**config.mk**
```make
export PLATFORM = sky130hd
export DESIGN_NAME = always_valid_cyclic_bram
export DESIGN_NICKNAME = d
export VERILOG_FILES = /design/src/hw/cyclic_bram_pkg.sv /design/src/hw/bram_port_if.sv /design/src/hw/always_valid_cyclic_bram.sv /design/src/hw/latency_ring.sv /design/src/hw/valid_delay.sv /design/src/hw/sdp_bram.sv
export VERILOG_INCLUDE_DIRS = /design/src /design/src/hw
export SDC_FILE = /design/constraint.sdc
export NUM_CORES = 1
export LEC_CHECK = 0
export BUFFER_PORTS_ARGS = -buffer_cell sky130_fd_sc_hd__buf_2
export CORE_ASPECT_RATIO = 1.75
export CORE_MARGIN = 2
export CORE_UTILIZATION = 50
export CTS_CLUSTER_DIAMETER = 40
export DETAILED_ROUTE_END_ITERATION = 8
export GPL_ROUTABILITY_DRIVEN = 0
export GPL_TIMING_DRIVEN = 0
export PLACE_DENSITY = 0.67
export SYNTH_ARGS = -nofsm -noshare
export SYNTH_HDL_FRONTEND = slang
export SYNTH_SLANG_ARGS = --single-unit
```
**constraint.sdc**
```tcl
create_clock -name clk -period 2.7 [get_ports clk]
set_input_delay 0.405 -clock clk [delete_from_list [all_inputs] [get_ports clk]]
set_output_delay 0.405 -clock clk [all_outputs]
set_load 0.01 [all_outputs]
```
**src/hw/cyclic_bram_defines.svh**
```systemverilog
//----------------------------------------------------------------------
// sizes of the cyclic read buffer: word widths, RAM depths, read latency
// include this wherever a CB_ macro is needed
//----------------------------------------------------------------------

`ifndef CYCLIC_BRAM_DEFINES_SVH
`define CYCLIC_BRAM_DEFINES_SVH

`define CB_W_WIDTH   8   // narrow write word
`define CB_R_WIDTH   16  // wide read word
`define CB_W_DEPTH   16  // words on the write side
`define CB_LATENCY   3   // RAM read latency in cycles

`define CB_R_DEPTH   ((`CB_W_DEPTH * `CB_W_WIDTH) / `CB_R_WIDTH)
`define CB_W_AWIDTH  $clog2(`CB_W_DEPTH)
`define CB_R_AWIDTH  $clog2(`CB_R_DEPTH)
`define CB_BUF_DEPTH (`CB_LATENCY + 1)  // enough slots to hide the latency

`endif
```
**src/hw/cyclic_bram_pkg.sv**
```systemverilog
//----------------------------------------------------------------------
// types shared by the cyclic read buffer
// address and word types follow the sizes in the defines header
//----------------------------------------------------------------------

`default_nettype none

`include "cyclic_bram_defines.svh"

package cyclic_bram_pkg;

  typedef logic [`CB_W_AWIDTH-1:0] w_addr_t;  // one narrow word
  typedef logic [`CB_R_AWIDTH-1:0] r_addr_t;  // one wide word

  typedef logic [`CB_W_WIDTH-1:0] w_word_t;
  typedef logic [`CB_R_WIDTH-1:0] r_word_t;

  // fill first, prime the ring, then stream forever
  typedef enum logic [1:0] {
    WRITE_S  = 2'd0,
    FILL_1_S = 2'd1,  // reads issued, waiting for the first return
    FILL_2_S = 2'd2,  // ring catching the remaining returns
    READ_S   = 2'd3
  } fill_state_t;

endpackage

`default_nettype wire

```
**src/hw/bram_port_if.sv**
```systemverilog
//----------------------------------------------------------------------
// write and read ports of the simple dual-port RAM
// the controller drives addresses and enables, the RAM returns rdata
//----------------------------------------------------------------------

`timescale 1ns/10ps
`default_nettype none

interface bram_port_if;

  logic                       we;
  cyclic_bram_pkg::w_addr_t   waddr;
  cyclic_bram_pkg::w_word_t   wdata;
  logic                       re;
  cyclic_bram_pkg::r_addr_t   raddr;
  cyclic_bram_pkg::r_word_t   rdata;  // valid LATENCY cycles after re

  modport ctrl (output we, waddr, wdata, re, raddr, input rdata);
  modport mem  (input we, waddr, wdata, re, raddr, output rdata);

endinterface

`default_nettype wire

```
**src/hw/always_valid_cyclic_bram.sv**
```systemverilog
//----------------------------------------------------------------------
// always-valid cyclic read buffer: fill the RAM through the narrow port,
// then stream wide words 0..r_addr_max, r_addr_min..r_addr_max, ...
// m_valid stays high once filled; clken freezes everything
//----------------------------------------------------------------------

`timescale 1ns/10ps
`default_nettype none

module always_valid_cyclic_bram (
  input  wire logic                      clk,
  input  wire logic                      clken,
  input  wire logic                      rst,
  input  wire logic                      s_valid_ready,  // one write per high cycle
  input  wire cyclic_bram_pkg::w_word_t  s_data,
  input  wire logic                      m_ready,
  output logic                           w_full,
  input  wire cyclic_bram_pkg::r_addr_t  r_addr_max,
  input  wire cyclic_bram_pkg::r_addr_t  r_addr_min,
  input  wire cyclic_bram_pkg::w_addr_t  w_addr_max,
  output cyclic_bram_pkg::r_word_t       m_data,
  output logic                           m_valid
);

  cyclic_bram_pkg::fill_state_t state, state_next;

  cyclic_bram_pkg::w_addr_t addr_w_prev, addr_w;
  cyclic_bram_pkg::r_addr_t addr_r;

  logic wr_fire;
  logic rd_en;
  logic rd_valid;
  logic ring_full;

  bram_port_if bram ();

  assign wr_fire = s_valid_ready && (state == cyclic_bram_pkg::WRITE_S);

  always_comb begin
    state_next = state;
    case (state)
      cyclic_bram_pkg::WRITE_S:  if (wr_fire && addr_w == w_addr_max) begin
        state_next = cyclic_bram_pkg::FILL_1_S;
      end
      cyclic_bram_pkg::FILL_1_S: if (rd_valid) begin
        state_next = cyclic_bram_pkg::FILL_2_S;
      end
      cyclic_bram_pkg::FILL_2_S: if (ring_full) begin
        state_next = cyclic_bram_pkg::READ_S;
      end
      default: state_next = state;
    endcase
  end

  // once m_valid is up, every pop issues one replacement read,
  // so ring plus in-flight reads always hold LATENCY+1 words
  always_comb begin
    case (state)
      cyclic_bram_pkg::FILL_1_S: begin
        rd_en   = 1'b1;
        m_valid = 1'b0;
      end
      cyclic_bram_pkg::FILL_2_S, cyclic_bram_pkg::READ_S: begin
        rd_en   = m_ready;
        m_valid = 1'b1;
      end
      default: begin
        rd_en   = 1'b0;
        m_valid = 1'b0;
      end
    endcase
  end

  // write address wraps at w_addr_max, starts one before 0
  assign addr_w = (addr_w_prev == w_addr_max) ? '0 : addr_w_prev + 1'b1;
  assign w_full = (state == cyclic_bram_pkg::WRITE_S) && (addr_w == w_addr_max);

  always_ff @(posedge clk) begin
    if (rst) begin
      state       <= cyclic_bram_pkg::WRITE_S;
      addr_w_prev <= '1;
      addr_r      <= '0;
    end else if (clken) begin
      state <= state_next;
      if (wr_fire) begin
        addr_w_prev <= addr_w;
      end
      if (rd_en) begin
        addr_r <= (addr_r == r_addr_max) ? r_addr_min : addr_r + 1'b1;  // skip config words
      end
    end
  end

  assign bram.we    = wr_fire;
  assign bram.waddr = addr_w;
  assign bram.wdata = s_data;
  assign bram.re    = rd_en;
  assign bram.raddr = addr_r;

  sdp_bram sdp_bram_inst (
    .clk   (clk),
    .clken (clken),
    .port  (bram.mem)
  );

  valid_delay valid_delay_inst (
    .clk   (clk),
    .rst   (rst),
    .clken (clken),
    .din   (rd_en),
    .dout  (rd_valid)
  );

  latency_ring latency_ring_inst (
    .clk      (clk),
    .rst      (rst),
    .clken    (clken),
    .rd_valid (rd_valid),
    .rdata    (bram.rdata),
    .m_ready  (m_ready),
    .m_valid  (m_valid),
    .m_data   (m_data),
    .full     (ring_full)
  );

endmodule

`default_nettype wire

```
**src/hw/latency_ring.sv**
```systemverilog
//----------------------------------------------------------------------
// ring of CB_BUF_DEPTH wide words in front of the RAM read port
// returning reads are written at w_ptr, the consumer sees slot r_ptr
//----------------------------------------------------------------------

`timescale 1ns/10ps
`default_nettype none

`include "cyclic_bram_defines.svh"

module latency_ring (
  input  wire logic                      clk,
  input  wire logic                      rst,
  input  wire logic                      clken,
  input  wire logic                      rd_valid,
  input  wire cyclic_bram_pkg::r_word_t  rdata,
  input  wire logic                      m_ready,
  input  wire logic                      m_valid,
  output cyclic_bram_pkg::r_word_t       m_data,
  output logic                           full
);

  localparam int PTR_W = $clog2(`CB_BUF_DEPTH);
  localparam int CNT_W = $clog2(`CB_LATENCY + 1);
  localparam logic [PTR_W-1:0] LAST = PTR_W'(`CB_BUF_DEPTH - 1);

  cyclic_bram_pkg::r_word_t slots [`CB_BUF_DEPTH];

  logic [PTR_W-1:0] w_ptr, r_ptr;
  logic [CNT_W-1:0] hold_cnt;  // blocks writes right after reset
  logic             wr_en;
  logic             pop;

  assign wr_en = rd_valid && (hold_cnt == '0);
  assign pop   = m_valid && m_ready;

  // slot at the end of the fill is being written this cycle
  assign full = wr_en && (w_ptr == LAST);

  always_ff @(posedge clk) begin
    if (rst) begin
      hold_cnt <= CNT_W'(`CB_LATENCY);
    end else if (clken && hold_cnt != '0) begin
      hold_cnt <= hold_cnt - 1'b1;
    end
  end

  always_ff @(posedge clk) begin
    if (rst) begin
      w_ptr <= '0;
      r_ptr <= '0;
    end else if (clken) begin
      if (wr_en) begin
        w_ptr <= (w_ptr == LAST) ? '0 : w_ptr + 1'b1;
      end
      if (pop) begin
        r_ptr <= (r_ptr == LAST) ? '0 : r_ptr + 1'b1;
      end
    end
  end

  always_ff @(posedge clk) begin
    if (clken && wr_en) begin
      slots[w_ptr] <= rdata;
    end
  end

  assign m_data = slots[r_ptr];  // head word, straight from the slot

endmodule

`default_nettype wire

```
**src/hw/valid_delay.sv**
```systemverilog
//----------------------------------------------------------------------
// delays the RAM read enable by the RAM latency
// dout is high in the cycles where rdata carries a requested word
//----------------------------------------------------------------------

`timescale 1ns/10ps
`default_nettype none

`include "cyclic_bram_defines.svh"

module valid_delay (
  input  wire logic clk,
  input  wire logic rst,
  input  wire logic clken,
  input  wire logic din,
  output logic      dout
);

  logic [`CB_LATENCY-1:0] taps;  // taps[0] is the newest read

  always_ff @(posedge clk) begin
    if (rst) begin
      taps <= '0;
    end else if (clken) begin
      taps[0] <= din;
      for (int i = 1; i < `CB_LATENCY; i++) begin
        taps[i] <= taps[i-1];
      end
    end
  end

  assign dout = taps[`CB_LATENCY-1];

endmodule

`default_nettype wire

```
**src/hw/sdp_bram.sv**
```systemverilog
//----------------------------------------------------------------------
// behavioral simple dual-port RAM, narrow write and wide read
// a wide read returns consecutive narrow words, lowest address in the
// low bits, after a fixed pipeline of CB_LATENCY stages
//----------------------------------------------------------------------

`timescale 1ns/10ps
`default_nettype none

`include "cyclic_bram_defines.svh"

module sdp_bram (
  input  wire logic  clk,
  input  wire logic  clken,
  bram_port_if.mem   port
);

  localparam int RATIO = `CB_R_WIDTH / `CB_W_WIDTH;  // narrow words per wide word

  cyclic_bram_pkg::w_word_t mem [`CB_W_DEPTH];
  cyclic_bram_pkg::r_word_t rd_word;               // assembled wide word
  cyclic_bram_pkg::r_word_t pipe [`CB_LATENCY];    // output register chain

  always_ff @(posedge clk) begin
    if (clken && port.we) begin
      mem[port.waddr] <= port.wdata;
    end
  end

  // word k holds narrow words RATIO*k .. RATIO*k+RATIO-1
  always_comb begin
    for (int j = 0; j < RATIO; j++) begin
      rd_word[j*`CB_W_WIDTH +: `CB_W_WIDTH] = mem[RATIO*int'(port.raddr) + j];
    end
  end

  // stage 0 latches only on a read, the rest shift every enabled cycle
  // so that several reads can be in flight
  always_ff @(posedge clk) begin
    if (clken) begin
      if (port.re) begin
        pipe[0] <= rd_word;
      end
      for (int i = 1; i < `CB_LATENCY; i++) begin
        pipe[i] <= pipe[i-1];
      end
    end
  end

  assign port.rdata = pipe[`CB_LATENCY-1];

endmodule

`default_nettype wire

```
==> results_dict.tcl, run 1 <==
set metrics [dict create \
    clockBufferDepth 3 \
    r2r_setup_slack_ps 190 \
    hold_class "in -> reg" \
    ios 41 \
    relSlewSlack_pct 41.6 \
    dp_hpwl_mm 11.6 \
    num_rows 68 \
    yosysWarnings 0 \
    hp-start "rst" \
    core_mm2 0.0197 \
    ant_nets 0 \
    io_buffer_count 40 \
    r2r-end "sdp_bram_inst.mem[14][4]" \
    drt_iter0_drc 233 \
    synth_common_cells "edfxtp_1 (240), mux4_2 (48), nor2_1 (39), dfxtp_1 (23), mux2_2 (16)" \
    cp_slowest_cell "dfxtp_1" \
    synthesis.area_mm2 0.0101 \
    overflow 0 \
    die_area_mm2 0.0214 \
    multi_input_area_mm2 0.00229 \
    cp_top_family "flip-flops" \
    stdcell_count 834 \
    cts_tree "yes" \
    firstDrtPassIters 4 \
    antenna_cells 0 \
    synthesis.nets 541 \
    fin_crit_sh_pct 94.4 \
    critPathMaxFanout 6 \
    place_ws_ps -653 \
    crit_type "reg -> out" \
    numCtsBuffers 24 \
    start_util_pct 51.1 \
    fill_cells 1481 \
    crit_arrival_ps 2140 \
    min_period_ps 2550 \
    p_total_mw 8.52 \
    antenna_found_initial 0 \
    timing.fmax_mhz 392 \
    clk_latency_ps 510 \
    path_depth 7 \
    yosysSeqAreaShare_pct 76.1 \
    async_flop_share_pct 0 \
    slowest_delay_ps 400 \
    yosysTopAreaCellShare_pct 71.5 \
    grt_max_degree 34 \
    synthCells 506 \
    drcViolationCount 0 \
    hold_depth 3 \
    drive_above_1_share_pct 29.4 \
    clkSinkCount 263 \
    grt_pass1_wl_mm 27.5 \
    ys_ff_latch 263 \
    vias 4609 \
    yosys-top-cells-area "edfxtp_1 (72%), mux4_2 (11%), dfxtp_1 (4.6%), mux2_2 (1.8%), ha_1 (1.5%)" \
    max-cap-violations 0 \
    ir_drop_uv 460 \
    hold_viol 0 \
    die_y_um 192 \
    cts_root_buf "clkbuf_16" \
    viasPerCell 5.53 \
    synth_cell_type_count 47 \
    yosysTopAreaCell "edfxtp_1" \
    finalSetupViolCount 0 \
    syn2layout_area_growth_pct 13.7 \
    critPathCapture "w_full" \
    clk_pin_slew_ps 60 \
    synth_enable_flop_cells 240 \
    worst_slack_ps 151 \
    cp-start-kind "register" \
    powerDensity_mw_per_mm2 743 \
    grt_use_total_pct 16.7 \
    syn_avg_cell_area_um2 19.9 \
    reg2reg_depth 7 \
    tightest_slew_ps 877 \
    utilization_pct 58.1 \
    cp.required_ps 2300 \
    slew_viol_final 0 \
    crit_buf_inv 1 \
    post_drt_wl_per_cell_um 20.9 \
    die_w_um 111 \
    fin_nets 608 \
    worstSetupStartpoint "addr_w_prev[0]" \
    yosys_most_used_dff "edfxtp_1" \
    outcome "finished clean" \
    cp-end-kind "primary output" \
    drt-total-wl_mm 17.5 \
    post_cts_buffers 0 \
    fin_worst_skew_ps 9.48 \
    worstReg2RegStart "addr_w_prev[1]" \
    regArea_mm2 0.00767 \
    power.leakage_nw 3.75 \
    grt_setup_unrepaired "no" \
    grt_pass1_vias 5004 \
    cts.htree.levels 1 \
    cp_cell_sequence "ha_2 > xor2_1 > nand2_1 > o22ai_2 > a22oi_2 > nor3b_1 > buf_2" \
    dp_cells 792 \
    yosysMostFrequentCell "edfxtp_1" \
]
-- registers in the layout (all words and copies together) (netlist names), named ones only --
register / cells
latency_ring_inst.w_ptr: 2
latency_ring_inst.slots: 64
latency_ring_inst.hold_cnt: 2
latency_ring_inst.r_ptr: 2
sdp_bram_inst.pipe: 48
addr_w_prev: 4
state: 2
valid_delay_inst.taps: 3
addr_r: 3
sdp_bram_inst.mem: 128
-- stage by stage --
stage | TNS [ps] | hold WS [ps] | cell area [um^2]
CTS | 0 | 181 | 11400
global placement | -79030 | 400 | 10600
global route | 0 | 202 | 11500
detailed placement | -75600 | 405 | 10600
finish | 0 | 193 | 11500
floorplan | 0 | 400 | 10100
-- cells in the final DEF (no fill, tap or decap), drive strengths merged, types with 4 or more instances in the layout --
master  netlist  final
nand3         7      7
clkbuf       10     39
xnor2         6      6
dfxtp        23     23
nor2         39     39
nand2b        6      6
mux2         17     17
xor2          7      7
ha           12     12
a21oi        10     10
buf          13     52
o21ai         5      5
mux2i         6      6
and2          6      6
bufinv        0      4
nand2        13     13
edfxtp      240    240
inv           9     10
mux4         48     48
clkinv        0      7
-- worst reg2reg max path: stages (launching register included) --
cell      delay [ps]
dfxtp_1          350
buf_2            230
xnor2_1          130
and4_1           210
clkbuf_1         160
nor2_1           160
nand2_1          210
nor2_1           670
-- power breakdown --
part / total [mW] / internal, mW / switching [mW]
sequential: 4.55 / 4.52 / 0.0295
clock: 3.51 / 2.08 / 1.44
combinational: 0.456 / 0.174 / 0.282
-- timing repair --
action	in CTS	in global routing
gates resized for setup	5	7
hold endpoints to repair	0	0
hold buffers	0	0
endpoints found under the setup margin	42	80
-- worst min-delay path by stage --
stage                                            to  slack [ps]
after floorplan           sdp_bram_inst.pipe[0][16]         400
after global placement    sdp_bram_inst.pipe[0][22]         400
after detailed placement  sdp_bram_inst.pipe[0][33]         400
after CTS                                  state[1]         180
after global routing                       state[1]         200
final                                      state[1]         190
-- logic make-up after synthesis --
logic type	synth area share (%)
AO/OA/AOI/OAI	2.07
XOR/XNOR	1.32
adder cells (fa/ha/maj)	1.49
buffers and inverters	1.50
flip-flops	76.1
multiplexers	13.3
AND/OR/NAND/NOR	4.28
-- routing by layer --
metal	global-route usage (%)	share of wire [%]	vias up
li1	-	-	2131
met1	18.9	38	2338
met2	32.3	56	101
met3	2.11	3.6	39
met4	5.79	2.4	0
met5	0	0	-
-- area by class of cell --
class | instances | share of cell area [%]
flip-flops and latches | 263 | 66.9
clock inverters | 15 | 1.65
repair buffers | 41 | 1.90
inverters | 9 | 0.295
well taps | 245 | 2.68
plain buffers | 23 | 1.06
clock buffers | 27 | 5.53
multi-input cells | 211 | 20.0
Note: power is estimated with default switching activity, not from simulation.
==> run 2: changes to the inputs <==
--- a/config.mk
+++ b/config.mk
@@ -8,4 +8,6 @@
 export LEC_CHECK = 0
 export BUFFER_PORTS_ARGS = -buffer_cell sky130_fd_sc_hd__buf_2
+export CELL_PAD_IN_SITES_DETAIL_PLACEMENT = 0
+export CELL_PAD_IN_SITES_GLOBAL_PLACEMENT = 1
 export CORE_ASPECT_RATIO = 1.75
 export CORE_MARGIN = 2
@@ -15,5 +17,5 @@
 export GPL_ROUTABILITY_DRIVEN = 0
 export GPL_TIMING_DRIVEN = 0
-export PLACE_DENSITY = 0.67
+export PLACE_DENSITY_LB_ADDON = 0.1
 export SYNTH_ARGS = -nofsm -noshare
 export SYNTH_HDL_FRONTEND = slang
==> constraint.sdc (replaced) <==
create_clock -name clk -period 2.7 [get_ports clk]
set_input_delay 0.405 -clock clk [delete_from_list [all_inputs] [get_ports clk]]
set_output_delay 0.405 -clock clk [all_outputs]
set_load 0.02 [all_outputs]
==> run 2 against run 1 <==
Net effect: combinational power grew 2%; critical path depth did not move; global-route usage grew 0.13 points; sequential cell count stayed put.
==> results_dict.tcl, run 2 (synthesized netlist as in run 1, its figures left out) <==
set metrics [dict create \
    mostFrequentLayoutCell "edfxtp_1" \
    slew_viol_final 0 \
    drive_above_1_share_pct 29.9 \
    grt_setup_unrepaired "no" \
    hold_viol 0 \
    clkPwrFrac_pct 43.0 \
    grt_max_degree 34 \
    clkSinkCount 263 \
    cp_cell_sequence "buf_2 > xnor2_1 > and4_1 > clkbuf_1 > nor2_1 > nand2_1 > nor2_1" \
    power.leakage_nw 3.80 \
    grt_use_total_pct 16.8 \
    min_period_ps 2540 \
    worst_slack_ps 158 \
    fin_crit_sh_pct 94.2 \
    p_total_mw 8.79 \
    cts_tree "yes" \
    slowest_delay_ps 680 \
    swShare_pct 20.8 \
    critPathMostFrequentCell "nor2_1" \
    drt_iter0_drc 280 \
    cp_slowest_cell "nor2_1" \
    die_area_mm2 0.0214 \
    clk_latency_ps 520 \
    die_w_um 111 \
    ir_drop_uv 662 \
    regMostFlops "sdp_bram_inst.mem" \
    cp-end-kind "register" \
    relSlewSlack_pct 40.8 \
    syn2layout_area_growth_pct 14.9 \
    regArea_mm2 0.00767 \
    final_cell_mix "edfxtp_1 (240), mux4_2 (48), buf_2 (45)" \
    critPathMaxFanout 8 \
    hold_class "in -> reg" \
    multi_input_area_mm2 0.00231 \
    p_int_mw 6.96 \
    fin_nets 610 \
    pwr-share-seq_pct 51.8 \
    cp_top_family "simple AND/OR/NAND/NOR gates" \
    cp-start-kind "register" \
    crit_type "reg -> reg" \
    fin_worst_skew_ps 16.0 \
    combPwrFrac_pct 5.3 \
    fill_cells 1494 \
    die_y_um 192 \
    io_buffer_count 40 \
    outcome "finished clean" \
    post_drt_wl_per_cell_um 20.8 \
    cts.htree.levels 1 \
    cp.required_ps 2840 \
    antenna_cells 0 \
    clk_pin_slew_ps 60 \
    crit_arrival_ps 2690 \
    core_mm2 0.0197 \
    grt_pass1_vias 4937 \
    drcViolationCount 0 \
    place_ws_ps -739 \
    tightest_slew_ps 885 \
    antenna_found_initial 0 \
    clockBufferDepth 3 \
    largest_register_ffs 128 \
    timing.fmax_mhz 393 \
    powerDensity_mw_per_mm2 760 \
    crit_buf_inv 2 \
    drt-total-wl_mm 17.5 \
    finalSetupViolCount 0 \
    num_rows 68 \
    overflow 0 \
    cts_root_buf "clkbuf_16" \
    grt_pass1_wl_mm 27.6 \
    ant_nets 0 \
    firstDrtPassIters 4 \
    p_switching_mw 1.83 \
    start_util_pct 51.1 \
    reg_top3 "sdp_bram_inst.mem x128, latency_ring_inst.slots x64, sdp_bram_inst.pipe x48" \
    max-cap-violations 0 \
    vias 4627 \
    dp_hpwl_mm 11.9 \
    numCtsBuffers 26 \
    ios 41 \
    viasPerCell 5.51 \
]
[run 2: final timing paths]
check                            start                         to  slack (ps)  cells after the start
min reg2reg  sdp_bram_inst.pipe[0][14]  sdp_bram_inst.pipe[0][30]         410                      0
min                                rst                   state[1]         170                      3
max reg2reg             addr_w_prev[1]   sdp_bram_inst.mem[15][6]         160                      7
max                     addr_w_prev[1]   sdp_bram_inst.mem[15][6]         160                      7
[run 2: what timing repair did]
item | 4_1_cts | 5_1_grt
buffers inserted | 0 | 0
hold buffers | 0 | 0
gates resized for setup | 2 | 11
endpoints found under the setup margin | 43 | 144
[run 2: stage by stage]
step / area (um^2) / hold WS, ps / cells / TNS (ps) / util [%]
finish: 11600 / 171 / 840 / 0 / 58.6
global placement: 10600 / 403 / 791 / -92600 / 53.6
global route: 11600 / 172 / 840 / 0 / 58.6
CTS: 11500 / 155 / 840 / -2940 / 58.4
detailed placement: 10600 / 405 / 792 / -83350 / 53.7
floorplan: 10100 / 400 / 506 / 0 / -
[run 2: metal layers]
metal  wire length, um  global-route usage (%)  vias up  part of all wire [%]
met5                 0                       0        -                     0
met1              6560                    18.4     2391                    38
met4               321                    5.03        0                   1.8
met2             10100                    33.7       74                    58
met3               461                    1.92       26                   2.6
li1                  -                       -     2136                     -
[run 2: power groups by stage]
stage | registers (mW) | clock network [mW] | logic, mW
after detailed placement | 4.64 | 0 | 0.452
after global placement | 4.63 | 0 | 0.438
final | 4.55 | 3.78 | 0.464
after global routing | 4.56 | 4.01 | 0.507
after floorplan | 4.63 | 0 | 0.297
after CTS | 4.55 | 3.84 | 0.455
[run 2: layout make-up]
cell class                      instances  area share (%)
Timing Repair Buffer                   41            1.88
Clock buffer                           30            6.02
Clock inverter                         18            1.93
Inverter                                9           0.292
Sequential cell                       263            66.2
Tap cell                              245            2.65
Multi-Input combinational cell        211            19.9
Buffer                                 23            1.05
[run 2: worst reg2reg max path, cell delays in order, from the launching register on]
cell and delay (ps):
dfxtp_1 360, buf_2 240, xnor2_1 130, and4_1 220, clkbuf_1 180, nor2_1 180, nand2_1 200, nor2_1 680
==> run 3: changes to the inputs <==
- CTS_CLUSTER_SIZE: unset -> 24
- REMOVE_ABC_BUFFERS: unset -> 1
==> run 3 against run 2 <==
Net effect: cell count fell by 3.8%; die area unchanged; first-iteration DRC count fell by 1.8%; worst hold slack better by 28 ps; critical path depth unchanged; clock skew decreased by 2.2 ps; sequential power grew 0.9%; routed wire length shrank 5.6%; critical endpoint is now w_full; register-to-register slack improved by 80 ps.
==> results_dict.tcl, run 3 (synthesized netlist as in run 1, its figures left out) <==
set metrics [dict create \
    die_area_mm2 0.0214 \
    critPathCapture "w_full" \
    post_cts_buffers 0 \
    drcViolationCount 0 \
    start_util_pct 51.1 \
    fin_nets 583 \
    hold_class "in -> reg" \
    place_ws_ps -543 \
    cp_slowest_cell "dfxtp_4" \
    cp_cell_sequence "ha_4 > and2_1 > a21oi_1 > o211ai_2 > a22oi_2 > nor3b_1 > buf_2" \
    fin_worst_skew_ps 13.8 \
    io_buffer_count 40 \
    cts_hold_buf 0 \
    crit_type "reg -> out" \
    grt_pass1_vias 4730 \
    finalSetupViolCount 0 \
    clkSinkCount 263 \
    largest_register_ffs 128 \
    slowest_delay_ps 410 \
    clk_pin_slew_ps 80 \
    outcome "finished clean" \
    worstSetupStartpoint "addr_w_prev[0]" \
    clk_latency_ps 510 \
    antenna_cells 0 \
    clockBufferDepth 3 \
    grt_max_degree 43 \
    cts.htree.levels 1 \
    worst_slack_ps 128 \
    worstReg2RegStart "state[0]" \
    crit_buf_inv 1 \
    slew_viol_final 0 \
    drt_iter0_drc 275 \
    syn2layout_area_growth_pct 11.7 \
    powerDensity_mw_per_mm2 722 \
    antenna_found_initial 0 \
    hold_viol 0 \
    utilization_pct 57.0 \
    cp_top_family "compound AO/OA/AOI/OAI gates" \
    regMostFlops "sdp_bram_inst.mem" \
    grt_use_total_pct 16.1 \
    cts_tree "yes" \
    viasPerCell 5.51 \
    min_period_ps 2570 \
    grt_pass1_wl_mm 26.5 \
    ios 41 \
    crit_arrival_ps 2170 \
    relSlewSlack_pct 22.3 \
    vias 4452 \
    r2r-end "sdp_bram_inst.mem[13][7]" \
    max-cap-violations 0 \
    firstDrtPassIters 4 \
    cp-start-kind "register" \
    reg2reg_depth 5 \
    num_rows 68 \
    path_depth 7 \
    reg_top3 "sdp_bram_inst.mem x128, latency_ring_inst.slots x64, sdp_bram_inst.pipe x48" \
    tightest_slew_ps 1160 \
    power.leakage_nw 3.64 \
    cp-end-kind "primary output" \
    ir_drop_uv 692 \
    core_mm2 0.0197 \
    overflow 0 \
    numCtsBuffers 22 \
    dp_cells 769 \
    mostFrequentLayoutCell "edfxtp_1" \
    grt_setup_unrepaired "no" \
    post_drt_wl_per_cell_um 20.4 \
    fin_crit_sh_pct 95.3 \
    cts_root_buf "clkbuf_16" \
    critPathMaxFanout 12 \
    stdcell_count 808 \
    die_w_um 111 \
    drt-total-wl_mm 16.5 \
    dp_hpwl_mm 10.8 \
    r2r_setup_slack_ps 240 \
    drive_above_1_share_pct 28.6 \
    cp.required_ps 2300 \
    ant_nets 0 \
    die_y_um 192 \
    final_cell_mix "edfxtp_1 (240), mux4_2 (48), buf_2 (39)" \
    timing.fmax_mhz 389 \
]
-- run 3: worst min path at each step --
stage / cells after the start / slack [ps] / to / startpoint
3_3_place_gp: 0 / 400 / sdp_bram_inst.pipe[0][22] / sdp_bram_inst.pipe[0][6]
3_5_place_dp: 0 / 400 / sdp_bram_inst.pipe[0][41] / sdp_bram_inst.pipe[0][25]
6_report: 3 / 200 / addr_r[0] / r_addr_min[0]
5_1_grt: 3 / 200 / addr_r[0] / r_addr_min[0]
4_1_cts: 3 / 190 / register / r_addr_min[0]
2_1_floorplan: 0 / 400 / sdp_bram_inst.pipe[0][16] / sdp_bram_inst.pipe[0][0]
-- run 3: area by class of cell --
class,instances,area [um^2]
fill,1513,8480
sequential,263,7680
multi-input combinational,211,2290
clock buffer,25,562
tap,245,307
timing repair buffer,41,218
clock inverter,14,165
inverter,9,33.8
-- run 3: worst reg2reg max path: stages (launching register included) --
cell and delay, ps:
dfxtp_1 350, inv_1 110, ha_1 220, nand3_1 240, or3_1 510, nor2_1 660
-- run 3: what timing repair did --
item,in CTS,in global routing
resized for setup,6,6
gates cloned,0,0
setup endpoints to repair,25,33
-- run 3: per-layer routing --
metal	part of all wire [%]	up-vias	track usage, %	routed length (um)
li1	-	2077	-	-
met4	2.1	0	4.65	346
met2	55	91	30.5	9040
met5	0	-	0	0
met3	3.6	18	2.21	590
met1	39	2266	19.0	6510
-- run 3: metrics by stage --
step	area, um^2	hold WS, ps	power (mW)	setup TNS, ps
2_1_floorplan	9960	400	4.90	0
3_3_place_gp	10500	400	5.05	-39330
3_5_place_dp	10500	405	5.07	-29180
4_1_cts	11200	186	8.20	0
5_1_grt	11300	197	8.40	0
6_report	11300	199	8.13	0
-- run 3: where the power goes --
part	internal (mW)	leakage [nW]	switching, mW
sequential	4.52	2.37	0.0674
clock	1.60	0.351	1.54
combinational	0.167	0.917	0.234
